**src/cache_pkg.sv**
```systemverilog
package cache_pkg;

    // address geometry, word addressed
    localparam int TAG_W      = 11;
    localparam int IDX_W      = 3;
    localparam int OFS_W      = 2;
    localparam int LINES      = 8;
    localparam int LINE_WORDS = 4;
    localparam int LADDR_W    = TAG_W + IDX_W;   // line address in backing memory

    typedef logic [15:0] word_t;

    typedef logic [LADDR_W-1:0] line_addr_t;

    typedef struct packed {
        logic [TAG_W-1:0] tag;
        logic [IDX_W-1:0] idx;
        logic [OFS_W-1:0] ofs;
    } addr_t;

    // memory moves the line as one word, caches pick single words out of it
    typedef union packed {
        logic [63:0]                    raw;
        word_t [0:LINE_WORDS-1]         words;   // word 0 in the top bits
    } mem_line_u;

    typedef enum logic {
        ICACHE = 1'b0,
        DCACHE = 1'b1
    } src_t;

    typedef struct packed {
        logic  valid;
        logic  write;
        addr_t addr;
        word_t wdata;
    } cpu_req_t;

    typedef struct packed {
        logic  valid;
        word_t rdata;
    } cpu_rsp_t;

    typedef struct packed {
        logic       valid;
        logic       write;
        src_t       src;
        line_addr_t line_addr;
        mem_line_u  wdata;
    } mem_req_t;

    typedef struct packed {
        logic      valid;
        src_t      src;
        mem_line_u rdata;
    } mem_rsp_t;

    // content of a word right after reset
    function automatic word_t init_word(input addr_t a);
        return word_t'(a) ^ 16'hA5A5;
    endfunction

endpackage

```
**src/mem_arbiter.sv**
```systemverilog
`timescale 1ns/1ps

module mem_arbiter import cache_pkg::*; #(
    parameter int MEM_QDEPTH = 2
) (
    input  logic     Clk,
    input  logic     i_arst_n,
    input  mem_req_t i_ireq,
    input  mem_req_t i_dreq,
    output logic     o_igrant,
    output logic     o_dgrant,
    output mem_req_t o_mem_req,
    input  logic     i_credit,
    input  mem_rsp_t i_mem_rsp,
    output mem_rsp_t o_irsp,
    output mem_rsp_t o_drsp
);

    localparam int CNT_W = $clog2(MEM_QDEPTH + 1);

    logic [CNT_W-1:0] credits;
    src_t             prio;
    logic             have_credit;
    logic             granted;

    assign have_credit = (credits != '0);
    assign o_igrant    = have_credit && i_ireq.valid && (prio == ICACHE || !i_dreq.valid);
    assign o_dgrant    = have_credit && i_dreq.valid && (prio == DCACHE || !i_ireq.valid);
    assign granted     = o_igrant || o_dgrant;

    always_comb begin
        o_mem_req = '0;
        if (o_igrant) begin
            o_mem_req = i_ireq;
        end else if (o_dgrant) begin
            o_mem_req = i_dreq;
        end
    end

    // responses go back to whoever asked
    always_comb begin
        o_irsp       = i_mem_rsp;
        o_irsp.valid = i_mem_rsp.valid && (i_mem_rsp.src == ICACHE);
        o_drsp       = i_mem_rsp;
        o_drsp.valid = i_mem_rsp.valid && (i_mem_rsp.src == DCACHE);
    end

    always_ff @(posedge Clk or negedge i_arst_n) begin
        if (!i_arst_n) begin
            credits <= CNT_W'(MEM_QDEPTH);
            prio    <= ICACHE;
        end else begin
            case ({granted, i_credit})
                2'b10:   credits <= credits - 1'b1;
                2'b01:   credits <= credits + 1'b1;
                default: credits <= credits;   // none or both
            endcase
            if (o_igrant) begin
                prio <= DCACHE;
            end else if (o_dgrant) begin
                prio <= ICACHE;
            end
        end
    end

endmodule

```
**config.mk**
```make
export PLATFORM = sky130hd
export DESIGN_NAME = mem_arbiter
export DESIGN_NICKNAME = d
export VERILOG_FILES = /design/src/cache_pkg.sv /design/src/mem_arbiter.sv
export SDC_FILE = /design/constraint.sdc
export NUM_CORES = 1
export LEC_CHECK = 0
export ABC_AREA = 1
export BUFFER_PORTS_ARGS = -buffer_cell sky130_fd_sc_hd__buf_2
export CORE_AREA = 2 2 171 173
export DETAILED_ROUTE_END_ITERATION = 16
export DIE_AREA = 0 0 173 175
export GPL_ROUTABILITY_DRIVEN = 0
export SYNTH_ARGS = -nofsm -noshare
export SYNTH_HDL_FRONTEND = slang
export SYNTH_SLANG_ARGS = --single-unit
export TNS_END_PERCENT = 10
```
**constraint.sdc**
```tcl
create_clock -name Clk -period 3.33 [get_ports Clk]
set_clock_uncertainty 0.15 [all_clocks]
set_input_delay 0.4995 -clock Clk [delete_from_list [all_inputs] [get_ports Clk]]
set_output_delay 0.4995 -clock Clk [all_outputs]
set_load 0.02 [all_outputs]
```
## After elaboration in Yosys (flattened, before gate mapping)

Cells that the tools add are included.

- $add $sub $neg: 2
- Bitwise gates (word level): 2
- Mux-type cells: 5
- Reductions and logical operators: 14
- Eq/ne operators: 2

Operator list:

| operator | number |
|---|---|
| 81-bit two-way mux | 2 |
| 1-bit logical AND | 6 |
| 2-bit nonzero test | 3 |
| 2-bit case mux with 2 select lines | 1 |
| 1-bit logical OR | 3 |
| 2-bit by 1-bit adder with 2-bit output, second input constant | 1 |
| 2-bit by 1-bit == test with 1-bit output, second input constant | 1 |
| 2-bit == test, second input constant | 1 |
| 1-bit zero test | 2 |
| 1-bit two-way mux | 2 |
| 1-bit inverter | 2 |
| 2-bit by 1-bit subtractor with 2-bit output, second input constant | 1 |

- Output and inout port bits: 215
- Word-level logic and storage cells: 27
- Register bits after elaboration: 3
- Input port bits: 231

## Depth between registers and ports, before layout

Gate-level depths: netlist of run 1.

- Depth after elaboration: 6
- Gate-level depth with buffers: 12
- Mapped depth without buffers: 12

## Worst setup path after synthesis of run 1

Ideal clock, no wire load.

- Path type: input to output
- Start point: input i_dreq[80] (netlist name)
- End point: output o_mem_req[41] (netlist name)
- Arrival: 1,225 ps
- Slack: 1,455 ps
- Data required time: 2,680 ps
- Stages: 6
- Path through: nand2_1 nand2_1 nor2_8 buf_2 nand2_1 nand2_1

RTL lines:

| item | RTL line | source |
|---|---|---|
| from (decl) | mem_arbiter.sv:9 | `input mem_req_t i_dreq,` |
| to (decl) | mem_arbiter.sv:12 | `output mem_req_t o_mem_req,` |

==> run metrics, run 1 <==
clk slew on worst S/H paths 0.03 ns; post_cts resized 0; post-DR wirelength/cell 11.0 microns; Gate Count Post-Synth 427; worst hold path type flip-flop to flip-flop; register area 76.3 sq um; DRT antenna net count 0; antenna violations before repair 1; Die Ht 175 microns; first-pass GRT wire length 14500 microns; R2R cell count 11; arrival time worst endpoint 1.96 ns; CTS Sinks 3; Fill cells 3367; hold depth 2; final slew viol count 0; Cell Pwr Density 593 nW/um^2; Pre-antenna DRT Iters 4; syn avg cell area 5.50 sq um; Synth warnings 0; largest net degree at the start of global routing 44; Max H-tree Level 1; Final Cycle Share 0.785; nets 769; Synth top cells by count nand2_1, buf_4, nand3_1; Largest stage delay, worst path 0.53 ns; Area Overhead vs Synth 33.2%; GRT Total Usage 0.0603; first-iteration detailed-routing DRC count 77; total power draw 1.85 mW; Final min period 2.61 ns; RSZ-0062 raised after global routing no; ys async rst share 1.00; CORE AREA 28400 sq um; setup_tns 0 ns; Residual DRC 0; WS Path Type flip-flop to output pin; cell-by-cell trace of the critical path nor2_2, nor2_8, buf_4, nand2_1, nand2_1, buf_2; leakage 1.96 nW; Clock Tree Root clkbuf_16; CP max stage cell dfstp_2; final WL 10100 microns; via count 2945; multi-input gate area in the final layout 1120 sq um; Worst setup SP type flip-flop; Seq/Total Area, Yosys 0.0325; Post-CTS Setup Bufs 0; top cell type's share of synthesized area 0.432; CTS tree yes; Synth area leaders buf_4, nand2_1, nand3_1, dfrtp_1, buf_2; most instantiated library cell after synthesis nand2_1; Worst slew margin 0.687; r2r setup slk 1.17 ns; clock buffer depth 2; worst-path fanout max 38; CP endpoint kind output pin; Final Setup Violations 0; Worst EP required 2.68 ns; Mapped Area 2350 sq um; input/output buffers 253; HPWL Detailed 8460 microns; most used cell, CP nand2_1; CP startpoint credits[1]; Post-Route Utilization 0.110; end of the worst hold path credits[1]; Synth Net Count 659; Fmax 383 MHz; library cells used by synthesis 18; Top FF cell, synth dfrtp_1; Yosys top cell by area buf_4; #FFs+latches synth 3; Slew @ Worst Pin 0.469 ns; FF-to-FF End credits[1]; Final Hold Vio Count 0; IR drop worst, VDD 0.229 mV; Initial Util 0.0827; gr ovfl total 0; R2R Path Start credits[1]; CTS Hold Bufs 1; I/O pin cnt 446; # Max-Cap Violations 0; ant diodes 0; Worst-Skew Late Latency 0.22 ns; total CTS buffers 3; # rows 62; HP Start credits[1]; Avg Vias per Cell 3.20; status complete, no violations; Die W 173 microns; share of layout cells above drive strength 1 0.496; vias in the first global route 2697; number of flops mapped to enable cells by yosys 0; die area 30300 sq um
-- layout by cell type (no fill, tap or decap) --
cell type and count:
buf_2 253, nand2_1 169, nand3_1 81, inv_1 11
buf_4 4, clkbuf_16 3, dfrtp_1 2, nor2_2 1
nor2_4 1, nand2_4 1, nor2_8 1, nor2_1 1
xnor2_1 1, nand4_1 1, o21ai_0 1, ha_1 1
clkbuf_1 1, dfstp_2 1, dlygate4sd3_1 1, buf_12 1
-- report_power, final --
group	total [mW]	switching [mW]	internal, mW
logic	1.58	1.08	0.500
clock network	0.192	0.0336	0.158
registers	0.0781	0.0169	0.0613
-- sequential cells by signal, summed over array words and instances, names as in the netlist --
signal	flops
credits	2
prio	1
-- critical path, delay by kind of cell, from the launching register on --
kind	cells	cell delay (ns)
buf+inv	2	0.57
flops	1	0.53
simple gates	4	0.60
-- through the flow --
stage	std cells	hold slack, ns	instance area [sq um]	setup WS (ns)
after CTS	920	0.334	3130	0.671
after detailed placement	915	0.149	3040	0.748
after global routing	920	0.343	3130	0.549
after global placement	915	0.148	3040	0.769
final	920	0.328	3130	0.717
after floorplan	427	0.0539	2350	1.46
-- worst max path at each step --
stage / end / depth (start not counted) / slack (ns)
global placement: o_mem_req[63] / 8 / 0.77
CTS: o_mem_req[63] / 6 / 0.67
floorplan: o_mem_req[41] / 6 / 1.46
global route: o_mem_req[63] / 6 / 0.55
finish: o_mem_req[63] / 6 / 0.72
detailed placement: o_mem_req[63] / 8 / 0.75
-- logic make-up (layout without fill, tap and decap cells) --
logic type / after synthesis / count (layout) / synth area share
flops: 3 / 3 / 0.0325
compound gates: 1 / 1 / 0.00213
xor+xnor: 1 / 1 / 0.00373
fa+ha+maj: 1 / 1 / 0.00533
simple gates: 256 / 256 / 0.465
buf+inv: 165 / 274 / 0.492
-- cell type report --
cell class	instances	share of cell area
inverters	11	0.0132
well taps	384	0.154
clock buffers	4	0.0252
flip-flops and latches	3	0.0244
repair buffers	259	0.424
multi-input cells	259	0.360
-- routing by layer --
| metal | vias up | global-route usage | part of all wire |
|---|---|---|---|
| li1 | 1420 | - | - |
| met1 | 1235 | 0.0601 | 0.33 |
| met2 | 216 | 0.105 | 0.48 |
| met3 | 72 | 0.0174 | 0.11 |
| met4 | 2 | 0.0487 | 0.078 |
| met5 | - | 0 | 0.0011 |
No activity file was read; power rests on OpenSTA's default activity.
==> inputs of run 2 (changes only) <==
- CORE_AREA: 2 2 171 173 -> 2 2 172 174
- DIE_AREA: 0 0 173 175 -> 0 0 174 176
- clock period: 3.33 -> 2.5 ns (I/O delays scaled with it)
==> run 2 against run 1 <==
Net effect: count of clock-buffer cells in the layout unchanged; sequential power up 33%; flip-flop and latch count unchanged; critical endpoint is now o_mem_req[76]; largest cell class unchanged.
==> run metrics, run 2 (synthesis gave the netlist of run 1 again) <==
CTS Sinks 3; CP max stage cell dfstp_2; leakage 1.96 nW; max reg flops 2; hold depth 2; worst-path fanout max 82; final WL 12400 microns; CTS tree yes; most frequent cells in the layout buf_2, nand2_1, nand3_1, inv_1; Final Setup Violations 0; first-pass GRT wire length 17500 microns; Worst setup SP type flip-flop; Area Overhead vs Synth 33.9%; # rows 62; Worst-Skew Late Latency 0.22 ns; CORE AREA 28500 sq um; HP Start credits[1]; antenna violations before repair 4; DRT antenna net count 0; input/output buffers 253; Most flops, register credits; arrival time worst endpoint 1.80 ns; Avg Vias per Cell 3.21; Final min period 2.33 ns; IR drop worst, VDD 0.365 mV; vias in the first global route 2867; # Max-Cap Violations 0; Slew @ Worst Pin 0.406 ns; r2r setup slk 0.42 ns; Pre-antenna DRT Iters 4; clock buffer depth 2; Max H-tree Level 1; Initial Util 0.0823; gr ovfl total 0; final slew viol count 0; Worst EP required 1.98 ns; Die Ht 176 microns; RSZ-0062 raised after global routing no; FF-to-FF End credits[1]; total CTS buffers 3; end of the worst hold path credits[1]; ant diodes 0; Final Hold Vio Count 0; I/O pin cnt 446; Worst slew margin 0.730; nets 768; worst hold path type flip-flop to flip-flop; most common cell after layout, fill and taps aside buf_2; HPWL Detailed 10300 microns; status complete, no violations; CP endpoint kind output pin; share of layout cells above drive strength 1 0.495; cell-by-cell trace of the critical path nor2_2, nor2_4, buf_12, nand3_1, nand2_1, buf_2; WS Path Type flip-flop to output pin; Cell Pwr Density 811 nW/um^2; via count 2951; Die W 174 microns; Final Cycle Share 0.930; die area 30600 sq um; Clock Tree Root clkbuf_16; first-iteration detailed-routing DRC count 105; Residual DRC 0; GRT Total Usage 0.0756; setup_tns 0 ns; R2R cell count 11; largest net degree at the start of global routing 83; R2R Path Start credits[1]; Fmax 430 MHz; Largest stage delay, worst path 0.53 ns; clk slew on worst S/H paths 0.03 ns; Largest regs credits x2, prio x1; post-DR wirelength/cell 13.5 microns; Post-Route Utilization 0.110
## run 2: timing repair
action                                 4_1_cts  5_1_grt
buffers inserted                             0        0
gates resized for setup                      0        0
endpoints found under the hold margin        3        0
hold buffers                                 1        0
## run 2: metal layers
layer / routed length (microns) / global-route usage
met3: 1380 / 0.0293
met1: 4430 / 0.0788
met2: 5840 / 0.129
met5: 46 / 0
met4: 750 / 0.0459
## run 2: cell type report
class	instances	area, sq um
inverters	11	41.3
fillers	3416	25400
flip-flops and latches	3	76.3
clock buffers	4	78.8
multi-input cells	259	1120
well taps	384	480
repair buffers	258	1340
## run 2: report_power, final
| group | internal, mW | total (mW) | switching (mW) | leakage (nW) |
|---|---|---|---|---|
| registers | 0.0816 | 0.104 | 0.0226 | 0.0338 |
| clock network | 0.211 | 0.255 | 0.0443 | 0.0382 |
| logic | 0.689 | 2.19 | 1.50 | 1.89 |
## run 2: critical path, delay by kind of cell (launching register included)
family | cells | cell delay [ns]
buf+inv | 2 | 0.47
simple gates | 4 | 0.48
flops | 1 | 0.53
## run 2: metrics by stage
step,hold slack (ns),instances,power [mW],setup WS (ns),instance area (sq um)
floorplan,-0.0706,427,1.82,0.680,2350
global placement,0.0233,914,2.31,0.409,3060
CTS,0.329,919,2.61,0.174,3150
detailed placement,0.0282,914,2.35,0.362,3060
global route,0.359,919,2.80,0.0711,3150
finish,0.327,919,2.55,0.175,3150
## run 2: worst max path at each step
stage / from / to / slack, ns / cells after the start
floorplan: credits[1] / credits[1] / 0.68 / 10
global placement: credits[1] / credits[1] / 0.41 / 11
detailed placement: credits[1] / credits[1] / 0.36 / 11
CTS: credits[1] / o_mem_req[6] / 0.17 / 6
global route: credits[1] / o_mem_req[73] / 0.07 / 6
finish: credits[1] / o_mem_req[76] / 0.17 / 6
