`src/cache_pkg.sv`:
```
package cache_pkg;

    // address geometry, word addressed
    localparam int TAG_W      = 11;
    localparam int IDX_W      = 3;
    localparam int OFS_W      = 2;
    localparam int LINES      = 8;
    localparam int LINE_WORDS = 4;
    localparam int LADDR_W    = TAG_W + IDX_W;   // line address in backing memory

    typedef logic [15:0] word_t;

    typedef logic [LADDR_W-1:0] line_addr_t;

    typedef struct packed {
        logic [TAG_W-1:0] tag;
        logic [IDX_W-1:0] idx;
        logic [OFS_W-1:0] ofs;
    } addr_t;

    // memory moves the line as one word, caches pick single words out of it
    typedef union packed {
        logic [63:0]                    raw;
        word_t [0:LINE_WORDS-1]         words;   // word 0 in the top bits
    } mem_line_u;

    typedef enum logic {
        ICACHE = 1'b0,
        DCACHE = 1'b1
    } src_t;

    typedef struct packed {
        logic  valid;
        logic  write;
        addr_t addr;
        word_t wdata;
    } cpu_req_t;

    typedef struct packed {
        logic  valid;
        word_t rdata;
    } cpu_rsp_t;

    typedef struct packed {
        logic       valid;
        logic       write;
        src_t       src;
        line_addr_t line_addr;
        mem_line_u  wdata;
    } mem_req_t;

    typedef struct packed {
        logic      valid;
        src_t      src;
        mem_line_u rdata;
    } mem_rsp_t;

    // content of a word right after reset
    function automatic word_t init_word(input addr_t a);
        return word_t'(a) ^ 16'hA5A5;
    endfunction

endpackage

```
`src/icache.sv`:
```
`timescale 1ns/1ps

module icache import cache_pkg::*; (
    input  logic     Clk,
    input  logic     i_arst_n,
    input  cpu_req_t i_req,
    output logic     o_ready,
    output cpu_rsp_t o_rsp,
    output mem_req_t o_mem_req,
    input  logic     i_mem_grant,
    input  mem_rsp_t i_mem_rsp
);

    typedef enum logic [1:0] {
        ST_IDLE,
        ST_REQ,
        ST_WAIT
    } state_e;

    state_e           state;
    logic [TAG_W-1:0] tag_arr [LINES];
    logic [LINES-1:0] valid_arr;
    mem_line_u        data_arr [LINES];
    addr_t            req_addr;
    logic             accept;
    logic             hit;
    logic             fill;
    logic             rsp_valid;
    word_t            rsp_data;

    assign o_ready = (state == ST_IDLE);
    assign accept  = i_req.valid && o_ready;
    assign hit     = valid_arr[i_req.addr.idx] && (tag_arr[i_req.addr.idx] == i_req.addr.tag);
    assign fill    = (state == ST_WAIT) && i_mem_rsp.valid;
    assign o_rsp   = '{valid: rsp_valid, rdata: rsp_data};

    always_comb begin
        o_mem_req           = '0;
        o_mem_req.valid     = (state == ST_REQ);   // held until granted
        o_mem_req.src       = ICACHE;
        o_mem_req.line_addr = {req_addr.tag, req_addr.idx};
    end

    always_ff @(posedge Clk or negedge i_arst_n) begin
        if (!i_arst_n) begin
            state     <= ST_IDLE;
            valid_arr <= '0;
            rsp_valid <= 1'b0;
        end else begin
            rsp_valid <= (accept && hit) || fill;
            case (state)
                ST_IDLE: begin
                    if (accept && !hit) begin
                        state <= ST_REQ;
                    end
                end
                ST_REQ: begin
                    if (i_mem_grant) begin
                        state <= ST_WAIT;
                    end
                end
                ST_WAIT: begin
                    if (fill) begin
                        valid_arr[req_addr.idx] <= 1'b1;
                        state                   <= ST_IDLE;
                    end
                end
                default: state <= ST_IDLE;
            endcase
        end
    end

    always_ff @(posedge Clk) begin
        if (accept) begin
            req_addr <= i_req.addr;
        end
        if (accept && hit) begin
            rsp_data <= data_arr[i_req.addr.idx].words[i_req.addr.ofs];
        end
        if (fill) begin
            tag_arr[req_addr.idx]  <= req_addr.tag;
            data_arr[req_addr.idx] <= i_mem_rsp.rdata;
            rsp_data               <= i_mem_rsp.rdata.words[req_addr.ofs];   // critical word
        end
    end

endmodule

```
`config.mk`:
```
export PLATFORM = sky130hd
export DESIGN_NAME = icache
export DESIGN_NICKNAME = d
export VERILOG_FILES = /design/src/cache_pkg.sv /design/src/icache.sv
export SDC_FILE = /design/constraint.sdc
export NUM_CORES = 1
export LEC_CHECK = 0
export BUFFER_PORTS_ARGS = -buffer_cell sky130_fd_sc_hd__buf_4
export CORE_UTILIZATION = 35
export CTS_CLUSTER_SIZE = 25
export DETAILED_ROUTE_END_ITERATION = 10
export GPL_ROUTABILITY_DRIVEN = 0
export MAX_ROUTING_LAYER = met4
export PLACE_DENSITY = 0.56
export RECOVER_POWER = 100
export SLEW_MARGIN = 25
export SYNTH_ARGS = -nofsm -noshare
export SYNTH_HDL_FRONTEND = slang
export SYNTH_SLANG_ARGS = --single-unit
export TNS_END_PERCENT = 30
```
`constraint.sdc`:
```
create_clock -name Clk -period 24.3 [get_ports Clk]
set_input_delay 6.075 -clock Clk [delete_from_list [all_inputs] [get_ports Clk]]
set_output_delay 6.075 -clock Clk [all_outputs]
set_load 0.01 [all_outputs]
```
# [Word-level counts from Yosys, hierarchy flattened]
# Memory sizes are Yosys's and may differ from the RTL's.
# Index checks and enable logic that the tools add are counted.
[op_classes] add_sub_neg=0 multipliers=0 div_mod_pow=0 magnitude_cmp=5 n_eq_ne=6 shift=0 n_mux=18 n_bitwise=3 n_reduce_logical=12
[ops] op="$mux 16" count=6
[ops] op="$bmux 16 s2" count=2
[ops] op="$eq 11x11->1" count=1
[ops] op="$lt 3x4->1 const B" count=2
[ops] op="$or 8x8->8" count=1
[ops] op="$ge 3x3->1 const B" count=2
[ops] op="$logic_and 1x1->1" count=6
[ops] op="$mux 2" count=3
[ops] op="$not 2->3" count=2
[ops] op="$pmux 2 s3" count=1
[ops] op="$mux 1" count=4
[ops] op="$ne 2x1->1 const B" count=2
[ops] op="$bmux 1 s3" count=1
[ops] op="$demux 1 s3" count=1
[ops] op="$ge 3x1->1 const B" count=1
[ops] op="$reduce_and 3->1" count=1
[ops] op="$eq 2x1->1 const B" count=1
[ops] op="$eq 2x2->1 const B" count=1
[ops] op="$logic_not 2->1" count=1
[ops] op="$ne 2x2->1 const B" count=1
[ops] op="$reduce_and 2->1" count=1
[ops] op="$reduce_bool 2->1" count=1
[ops] op="$logic_not 1->1" count=1
[ops] op="$logic_or 1x1->1" count=1
[word_totals] ff_bits=43 latch_bits=0 mem_bits_rw=600 mem_bits_ro=0 input_bits=103 output_inout_bits=99 wordCells=53 memories=2
[mem_list] name="data_arr" words=8 word_bits=64 rd=1 rd_clocked_by_memory_dff=0 write_ports=1 line_no="icache.sv:23" text="mem_line_u data_arr [LINES];"
[mem_list] name="tag_arr" words=8 word_bits=11 rd=1 rd_clocked_by_memory_dff=0 write_ports=1 line_no="icache.sv:21" text="logic [TAG_W-1:0] tag_arr [LINES];"

# [Depth between registers and ports, before layout]
# Gate-level depths: netlist of the first run.
[depth] depth_word=7 mapped_depth=9 depth_no_buf=6

# [Worst setup path before layout of the first run]
# Ideal clock, no wire load.
[synth_path] path_kind="input -> register" startpoint="in i_mem_rsp[65] (netlist name)" endpoint="reg valid_arr[0]" setup_ps=110 arrival_time_ps=14176 t_required_ps=24190 setup_slack_ps=10014 path_stages=3 n_path_buf=0 cell_sequence="nand3b_1 > nor4_1 > or2_2"
[synth_between] elab_chain_len=2
[synth_lines] element="start, declared" line_no="icache.sv:11" text="input mem_rsp_t i_mem_rsp"
[synth_lines] element="$logic_and 1x1->1" line_no="icache.sv:34" text="assign fill = (state == ST_WAIT) && i_mem_rsp.valid;"
[synth_lines] element="$reduce_and 2->1 (no source line)"
[synth_lines] element="end signal, assigned" line_no="icache.sv:47" text="valid_arr <= '0;"
[synth_lines] element="end signal, assigned by index" line_no="icache.sv:64" text="valid_arr[req_addr.idx] <= 1'b1;"
[synth_lines] element="end, declared" line_no="icache.sv:22" text="logic [LINES-1:0] valid_arr;"
# Every way passes these cells.
# A chain may end at the register's enable or synchronous reset.

# [Final worst setup path of the first run]
[layout_path] startpoint="in i_req[19] (netlist name)" endpoint="reg rsp_data[6], data pin"
[layout_between] elab_chain_len=6
[layout_lines] element="start, declared" line_no="icache.sv:6" text="input cpu_req_t i_req,"
[layout_lines] element="$mem_v2 8x64"
[layout_lines] element="$bmux 16 s2" line_no="icache.sv:78" text="rsp_data <= data_arr[i_req.addr.idx].words[i_req.addr.ofs];"
[layout_lines] element="$mux 16 (not written as such) (2 in series)" line_no="icache.sv:78"
[layout_lines] element="$mux 16" line_no="icache.sv:77" text="if (accept && hit) begin"
[layout_lines] element="$mux 16" line_no="icache.sv:80" text="if (fill) begin"
[layout_lines] element="end signal, assigned" line_no="icache.sv:78"
[layout_lines] element="end signal, assigned" line_no="icache.sv:83" text="rsp_data <= i_mem_rsp.rdata.words[req_addr.ofs];"
[layout_lines] element="end, declared" line_no="icache.sv:29" text="word_t rsp_data;"
# Every way passes these cells. The select of a mux whose other input is x is not followed.

==> impl_metrics.yaml, run 1 <==
timing:
  clock.fmax_mhz: 68.79
  setup_violations: 0
  hold-worst-slack_ns: 0.4675
  setup_repair_after_global_routing_missed_its_margin: "false"
  fin_crit_ns: 14.54
  min_period_over_period_pct: 59.82
  final.setup.tns_ns: 0
  max_slew_margin_pct: -286.3
  worst-slew-pin-transition_ns: 5.795
  hold_viol: 0
  final_worst_path_setup_slack_ns: 9.763
  fin_worst_skew_ns: 0.02270
  max_slew_violations: 894
critical_path:
  crit_path_max_fanout: 88
  worstSetupStartpointType: "primary input"
  timing.critical_path.to_type: "flip-flop"
  kind_of_critical_path: "in2reg"
  worst-endpoint-required_ns: 24.49
  critical_path_arrival_ns: 14.73
routing:
  drc: 0
  avgRoutedWirePerCell_um: 24.12
  drt.antenna.violating_nets: 0
  drt_iter0_markers: 873
  via_count: 11360
  vias_per_cell: 5.013
  firstDrtPassIters: 5
  routed_wirelength_um: 54650
synth:
  synth.distinct_cells: 38
  synth_flop_cell: "edfxtp_1"
  synthesis_warning_total: 0
  synth_common_cells: "edfxtp_1 (632), mux4_2 (188), buf_4 (84)"
  ys_seq_elements: 643
  synth_largest_type_area_fraction_pct: 74.62
  synth.cell_area_um2: 25430
  synth_cells: 1118
  synth-edff-count: 632
  ys_top_cells_by_area: "edfxtp_1 (75%), mux4_2 (17%), buf_4 (2.5%), mux2i_1 (1.7%), dfrtp_1 (1.1%)"
  yosys.cell_count.top_type: "edfxtp_1"
  async_flop_share_pct: 1.711
  netlist.top_cell.by_area: "edfxtp_1"
  ys_seq_area_share_pct: 75.70
  syn_avg_cell_area_um2: 22.75
clock_network:
  clk_tree_root_cell: "clkbuf_16"
  post_cts_resize_count: 0
  insertion_delay_of_the_later_clocked_pin_in_the_worst_skew_pair_ns: 0.58
  post_cts.repair.setup_buffers: 0
  cts_made_buffers: 66
  postCtsHoldBufs: 0
  clkSinkCount: 643
  clk_pin_slew_worst_paths_ns: 0.06
  cts_htree_levels: 3
  cts_buffer_depth: 3
  tritoncts: "yes"
placement:
  dp_slack_ns: 14.39
  port_buffers: 117
  dp_hpwl_um: 29210
global_route:
  number_of_global_route_vias_before_repair: 12120
  track_usage_pct: 15.65
  pin_count_of_the_biggest_net_entering_global_routing: 89
  grt_overflow_total: 0
  number_of_antenna_violations_at_the_first_check_in_global_routing: 10
  grt_pass1_wl_um: 81730
power:
  worst_ir_drop_vdd_uv: 37.77
  p_leak_nw: 8.892
  power-per-cell-area_nw_per_um2: 84.73
floorplanning:
  core-area_um2: 71730
  die_area_um2: 73750
  row_count: 98
  boundaryPins: 202
  die_w_um: 271.6
  die_height_um: 271.6
  initial_utilization_pct: 35.46
job:
  number_of_max_cap_violations: 24
cells_and_area:
  area_growth_from_synthesis_to_final_layout_pct: 12.33
  design.final.nets: 1364
  final_layout_size_suffix_gt1_share_pct: 22.59
min_path:
  worst_hold_path_type: "reg2reg"
outcome:
  outcome: "finished with violations"
  violations: "max-capacitance violations, max-slew violations"
-- path summary, 6_finish.rpt --
check                                   from               to  slack [ns]  cells past startpoint
max in group asynchronous           i_arst_n     valid_arr[3]       18.45                      1
worst min-delay path            valid_arr[7]     valid_arr[7]        0.47                      1
worst max-delay path               i_req[19]      rsp_data[6]        9.76                      6
worst max register to register      state[0]  data_arr[3][37]       16.61                      7
min in group asynchronous           i_arst_n        rsp_valid        5.47                      1
worst min register to register  valid_arr[7]     valid_arr[7]        0.47                      1
-- sequential cells by signal (all words and copies together), names as in the netlist --
signal     flops
o_mem_req     14
state          2
rsp_data      16
tag_arr       88
valid_arr      8
data_arr     512
rsp_valid      1
req_addr       2
-- area by class of cell --
class | count | area (um2)
clock buffer | 88 | 1839
tap | 950 | 1189
antenna | 10 | 25.02
timing repair buffer | 143 | 574.3
clock inverter | 25 | 127.6
multi-input combinational | 405 | 5555
sequential | 643 | 19250
inverter | 2 | 7.507
fill | 6353 | 43160
-- cell usage in the layout, fill, tap and decap left out, drive strengths merged, types with 3 or more instances in the layout --
cell type  netlist  routed
edfxtp         632     632
clkbuf          22     225
mux4           188     188
conb             1      66
mux2i           42      42
clkinv           0      24
nor2            22      22
a21oi           15      15
dfrtp           11      11
diode            0      10
or2              9       9
nand2            8       8
xnor2            7       7
buf            111       6
o21ai            5       5
nor2b            5       5
nand2b           4       4
mux2             4       4
nor3             4       4
a22o             3       3
nand4            3       3
a22oi            3       3
-- per-stage QoR --
stage	instance area (um2)	cells	util (%)	power, mW
2_1_floorplan	25680	1183	-	1.449
5_1_grt	28570	2266	39.83	2.511
6_report	28570	2266	39.83	2.421
3_3_place_gp	27140	2141	37.83	1.522
3_5_place_dp	27180	2143	37.90	1.528
4_1_cts	29150	2256	40.64	2.461
-- worst max-delay path, stage by stage --
cell and delay [ns]:
clkbuf_1 3.97, clkbuf_1 3.21, mux4_2 0.54, mux4_2 0.51, mux2i_1 0.16, a21oi_1 0.12
-- routing by layer --
metal | wire [um] | up-vias | track usage (%)
met1 | 23200 | 6151 | 19.73
li1 | - | 4846 | -
met3 | 2642 | 65 | 3.034
met5 | 0 | - | -
met4 | 879 | 0 | 4.583
met2 | 27920 | 297 | 25.66
-- power breakdown --
part | leakage, nW | internal [mW] | switching (mW)
Combinational | 2.10 | 0.0804 | 0.115
Clock | 0.965 | 0.530 | 0.400
Sequential | 5.83 | 1.28 | 0.0205
-- logic make-up (layout without fill, tap and decap cells) --
kind of cell              after synthesis  in the layout  synth area share [%]
DFF                                   643            643                 75.70
muxes                                 234            234                 18.48
AOI/OAI and AO/OA                      34             34                0.8757
xor gates and xnor gates                8              8                0.2755
other                                   1             76               0.01474
and+or+nand+nor                        63             63                 1.245
buffers and inverters                 135            258                 3.414
(Power assumes the default switching activity.)
==> run 2, diff against run 1 <==
- clock period: 24.3 -> 15.2 ns (I/O delays scaled with it)
==> impl_metrics.yaml, run 2 (synthesized netlist as in run 1, its figures left out) <==
min_path:
  worst_hold_path_type: "reg2reg"
  worstHoldStart: "valid_arr[1]"
  endpoint_with_the_worst_hold_slack: "valid_arr[1]"
  hold_path_stages: 1
power:
  power_total_mw: 3.945
  p_leak_nw: 8.951
  power-per-cell-area_nw_per_um2: 137.5
  worst_ir_drop_vdd_uv: 72.53
critical_path:
  regToRegEndpoint: "data_arr[3][37]"
  critical-path-top-cell-by-count: "clkbuf_1"
  ff2ff_setup_slack_ns: 7.40
  delay_of_the_slowest_cell_on_the_worst_path_ns: 2.21
  worst-endpoint-required_ns: 15.33
  cp_cell_instances: "clkbuf_4, nand3b_1, clkbuf_1, inv_1, nand2_1, nor2_1, clkbuf_1, clkbuf_1"
  critical_path_arrival_ns: 10.75
  worstSetupStartpointType: "primary input"
  reg2regPathDepth: 7
  timing.critical_path.slowest_stage_cell: "clkbuf_1"
  crit_path_max_fanout: 38
  timing.critical_path.to_type: "flip-flop"
  r2r-start: "state[0]"
  kind_of_critical_path: "in2reg"
cells_and_area:
  design.final.nets: 1365
  layout_commonest_cell: "edfxtp_1"
  largest_registers: "data_arr (512), tag_arr (88), rsp_data (16)"
  commonest_cells_after_routing_fill_and_taps_aside: "edfxtp_1 (632), mux4_2 (188), clkbuf_1 (148)"
  largest_register_ffs: 512
  regMostFlops: "data_arr"
  area_growth_from_synthesis_to_final_layout_pct: 12.79
  fill_cell_instance_count_of_the_final_layout: 6368
  final_layout_size_suffix_gt1_share_pct: 23.09
  fin_area_um2: 28690
clock_network:
  clkSinkCount: 643
  clk_tree_root_cell: "clkbuf_16"
  post_cts.repair.setup_buffers: 0
  cts_buffer_depth: 3
  clk_pin_slew_worst_paths_ns: 0.06
  cts_htree_levels: 3
  tritoncts: "yes"
  cts_made_buffers: 66
  postCtsHoldBufs: 0
  insertion_delay_of_the_later_clocked_pin_in_the_worst_skew_pair_ns: 0.60
  post_cts_resize_count: 0
floorplanning:
  core-area_um2: 71730
  row_count: 98
  die_w_um: 271.6
  die_area_um2: 73750
  initial_utilization_pct: 35.46
  die_height_um: 271.6
  boundaryPins: 202
placement:
  port_buffers: 117
  dp_hpwl_um: 29690
  dp_slack_ns: 7.423
  total_placed_instance_area_um2: 27160
routing:
  firstDrtPassIters: 5
  drt.antenna.violating_nets: 0
  drc: 0
  avgRoutedWirePerCell_um: 24.30
  drt_iter0_markers: 904
  vias_per_cell: 5.024
  via_count: 11410
  routed_wirelength_um: 55180
timing:
  clock.fmax_mhz: 94.22
  setup_violations: 0
  max_slew_violations: 892
  min_period_over_period_pct: 69.83
  setup_repair_after_global_routing_missed_its_margin: "false"
  max_slew_margin_pct: -160.2
  final_worst_path_setup_slack_ns: 4.586
  fin_crit_ns: 10.61
  hold_viol: 0
  worst-slew-pin-transition_ns: 3.902
  fin_worst_skew_ns: 0.01828
  final.setup.tns_ns: 0
  hold-worst-slack_ns: 0.4611
global_route:
  grt_overflow_total: 0
  number_of_antenna_violations_at_the_first_check_in_global_routing: 9
  grt_pass1_wl_um: 81900
  pin_count_of_the_biggest_net_entering_global_routing: 68
  number_of_global_route_vias_before_repair: 12030
  track_usage_pct: 15.65
job:
  number_of_max_cap_violations: 26
outcome:
  outcome: "finished with violations"
  violations: "max-capacitance violations, max-slew violations"
[run 2: cell types whose count changed in the layout (fill, tap and decap cells not counted), sizes merged]
cell / before / now
diode: 10 / 9
buf: 6 / 8
clkbuf: 225 / 218
inv: 2 / 8
bufinv: 0 / 5
[run 2: worst max path at each step]
stage | startpoint | end | slack (ns) | depth (start not counted)
2_1_floorplan | i_mem_rsp[65] | valid_arr[0] | 3.19 | 3
3_3_place_gp | i_req[18] | rsp_data[2] | 7.47 | 9
3_5_place_dp | i_req[18] | rsp_data[3] | 7.42 | 9
4_1_cts | i_req[18] | rsp_data[6] | 8.07 | 9
5_1_grt | i_mem_rsp[65] | data_arr[3][53] | 3.99 | 8
6_report | i_mem_rsp[65] | data_arr[3][37] | 4.59 | 8
[run 2: worst max-delay path, delay by kind of cell]
kind / cells / cell delay (ns)
buf+inv: 5 / 5.48
simple gates: 3 / 1.41
[run 2: area by class of cell]
cell class	instances	area (um2)	area share, %
Clock inverter	36	324.1	1.130
Antenna cell	9	22.52	0.07851
Sequential cell	643	19250	67.12
Clock buffer	82	1743	6.076
Multi-Input combinational cell	405	5562	19.39
Timing Repair Buffer	144	585.6	2.041
Inverter	2	7.507	0.02617
Tap cell	950	1189	4.144
[run 2: layer usage]
| layer | routed length (um) | global-route usage (%) |
|---|---|---|
| met5 | 0 | - |
| met4 | 979 | 4.627 |
| met3 | 3110 | 2.910 |
| met2 | 27760 | 25.15 |
| met1 | 23320 | 20.24 |
[run 2: report_power, final]
group / switching, mW / total (mW) / internal, mW
Combinational: 0.179 / 0.303 / 0.124
Sequential: 0.0387 / 2.08 / 2.04
Clock: 0.661 / 1.56 / 0.904
[run 2: stage by stage]
step / instances / util (%)
finish: 2271 / 39.99
CTS: 2262 / 40.74
global placement: 2144 / 37.86
floorplan: 1183 / -
detailed placement: 2144 / 37.86
global route: 2271 / 39.99
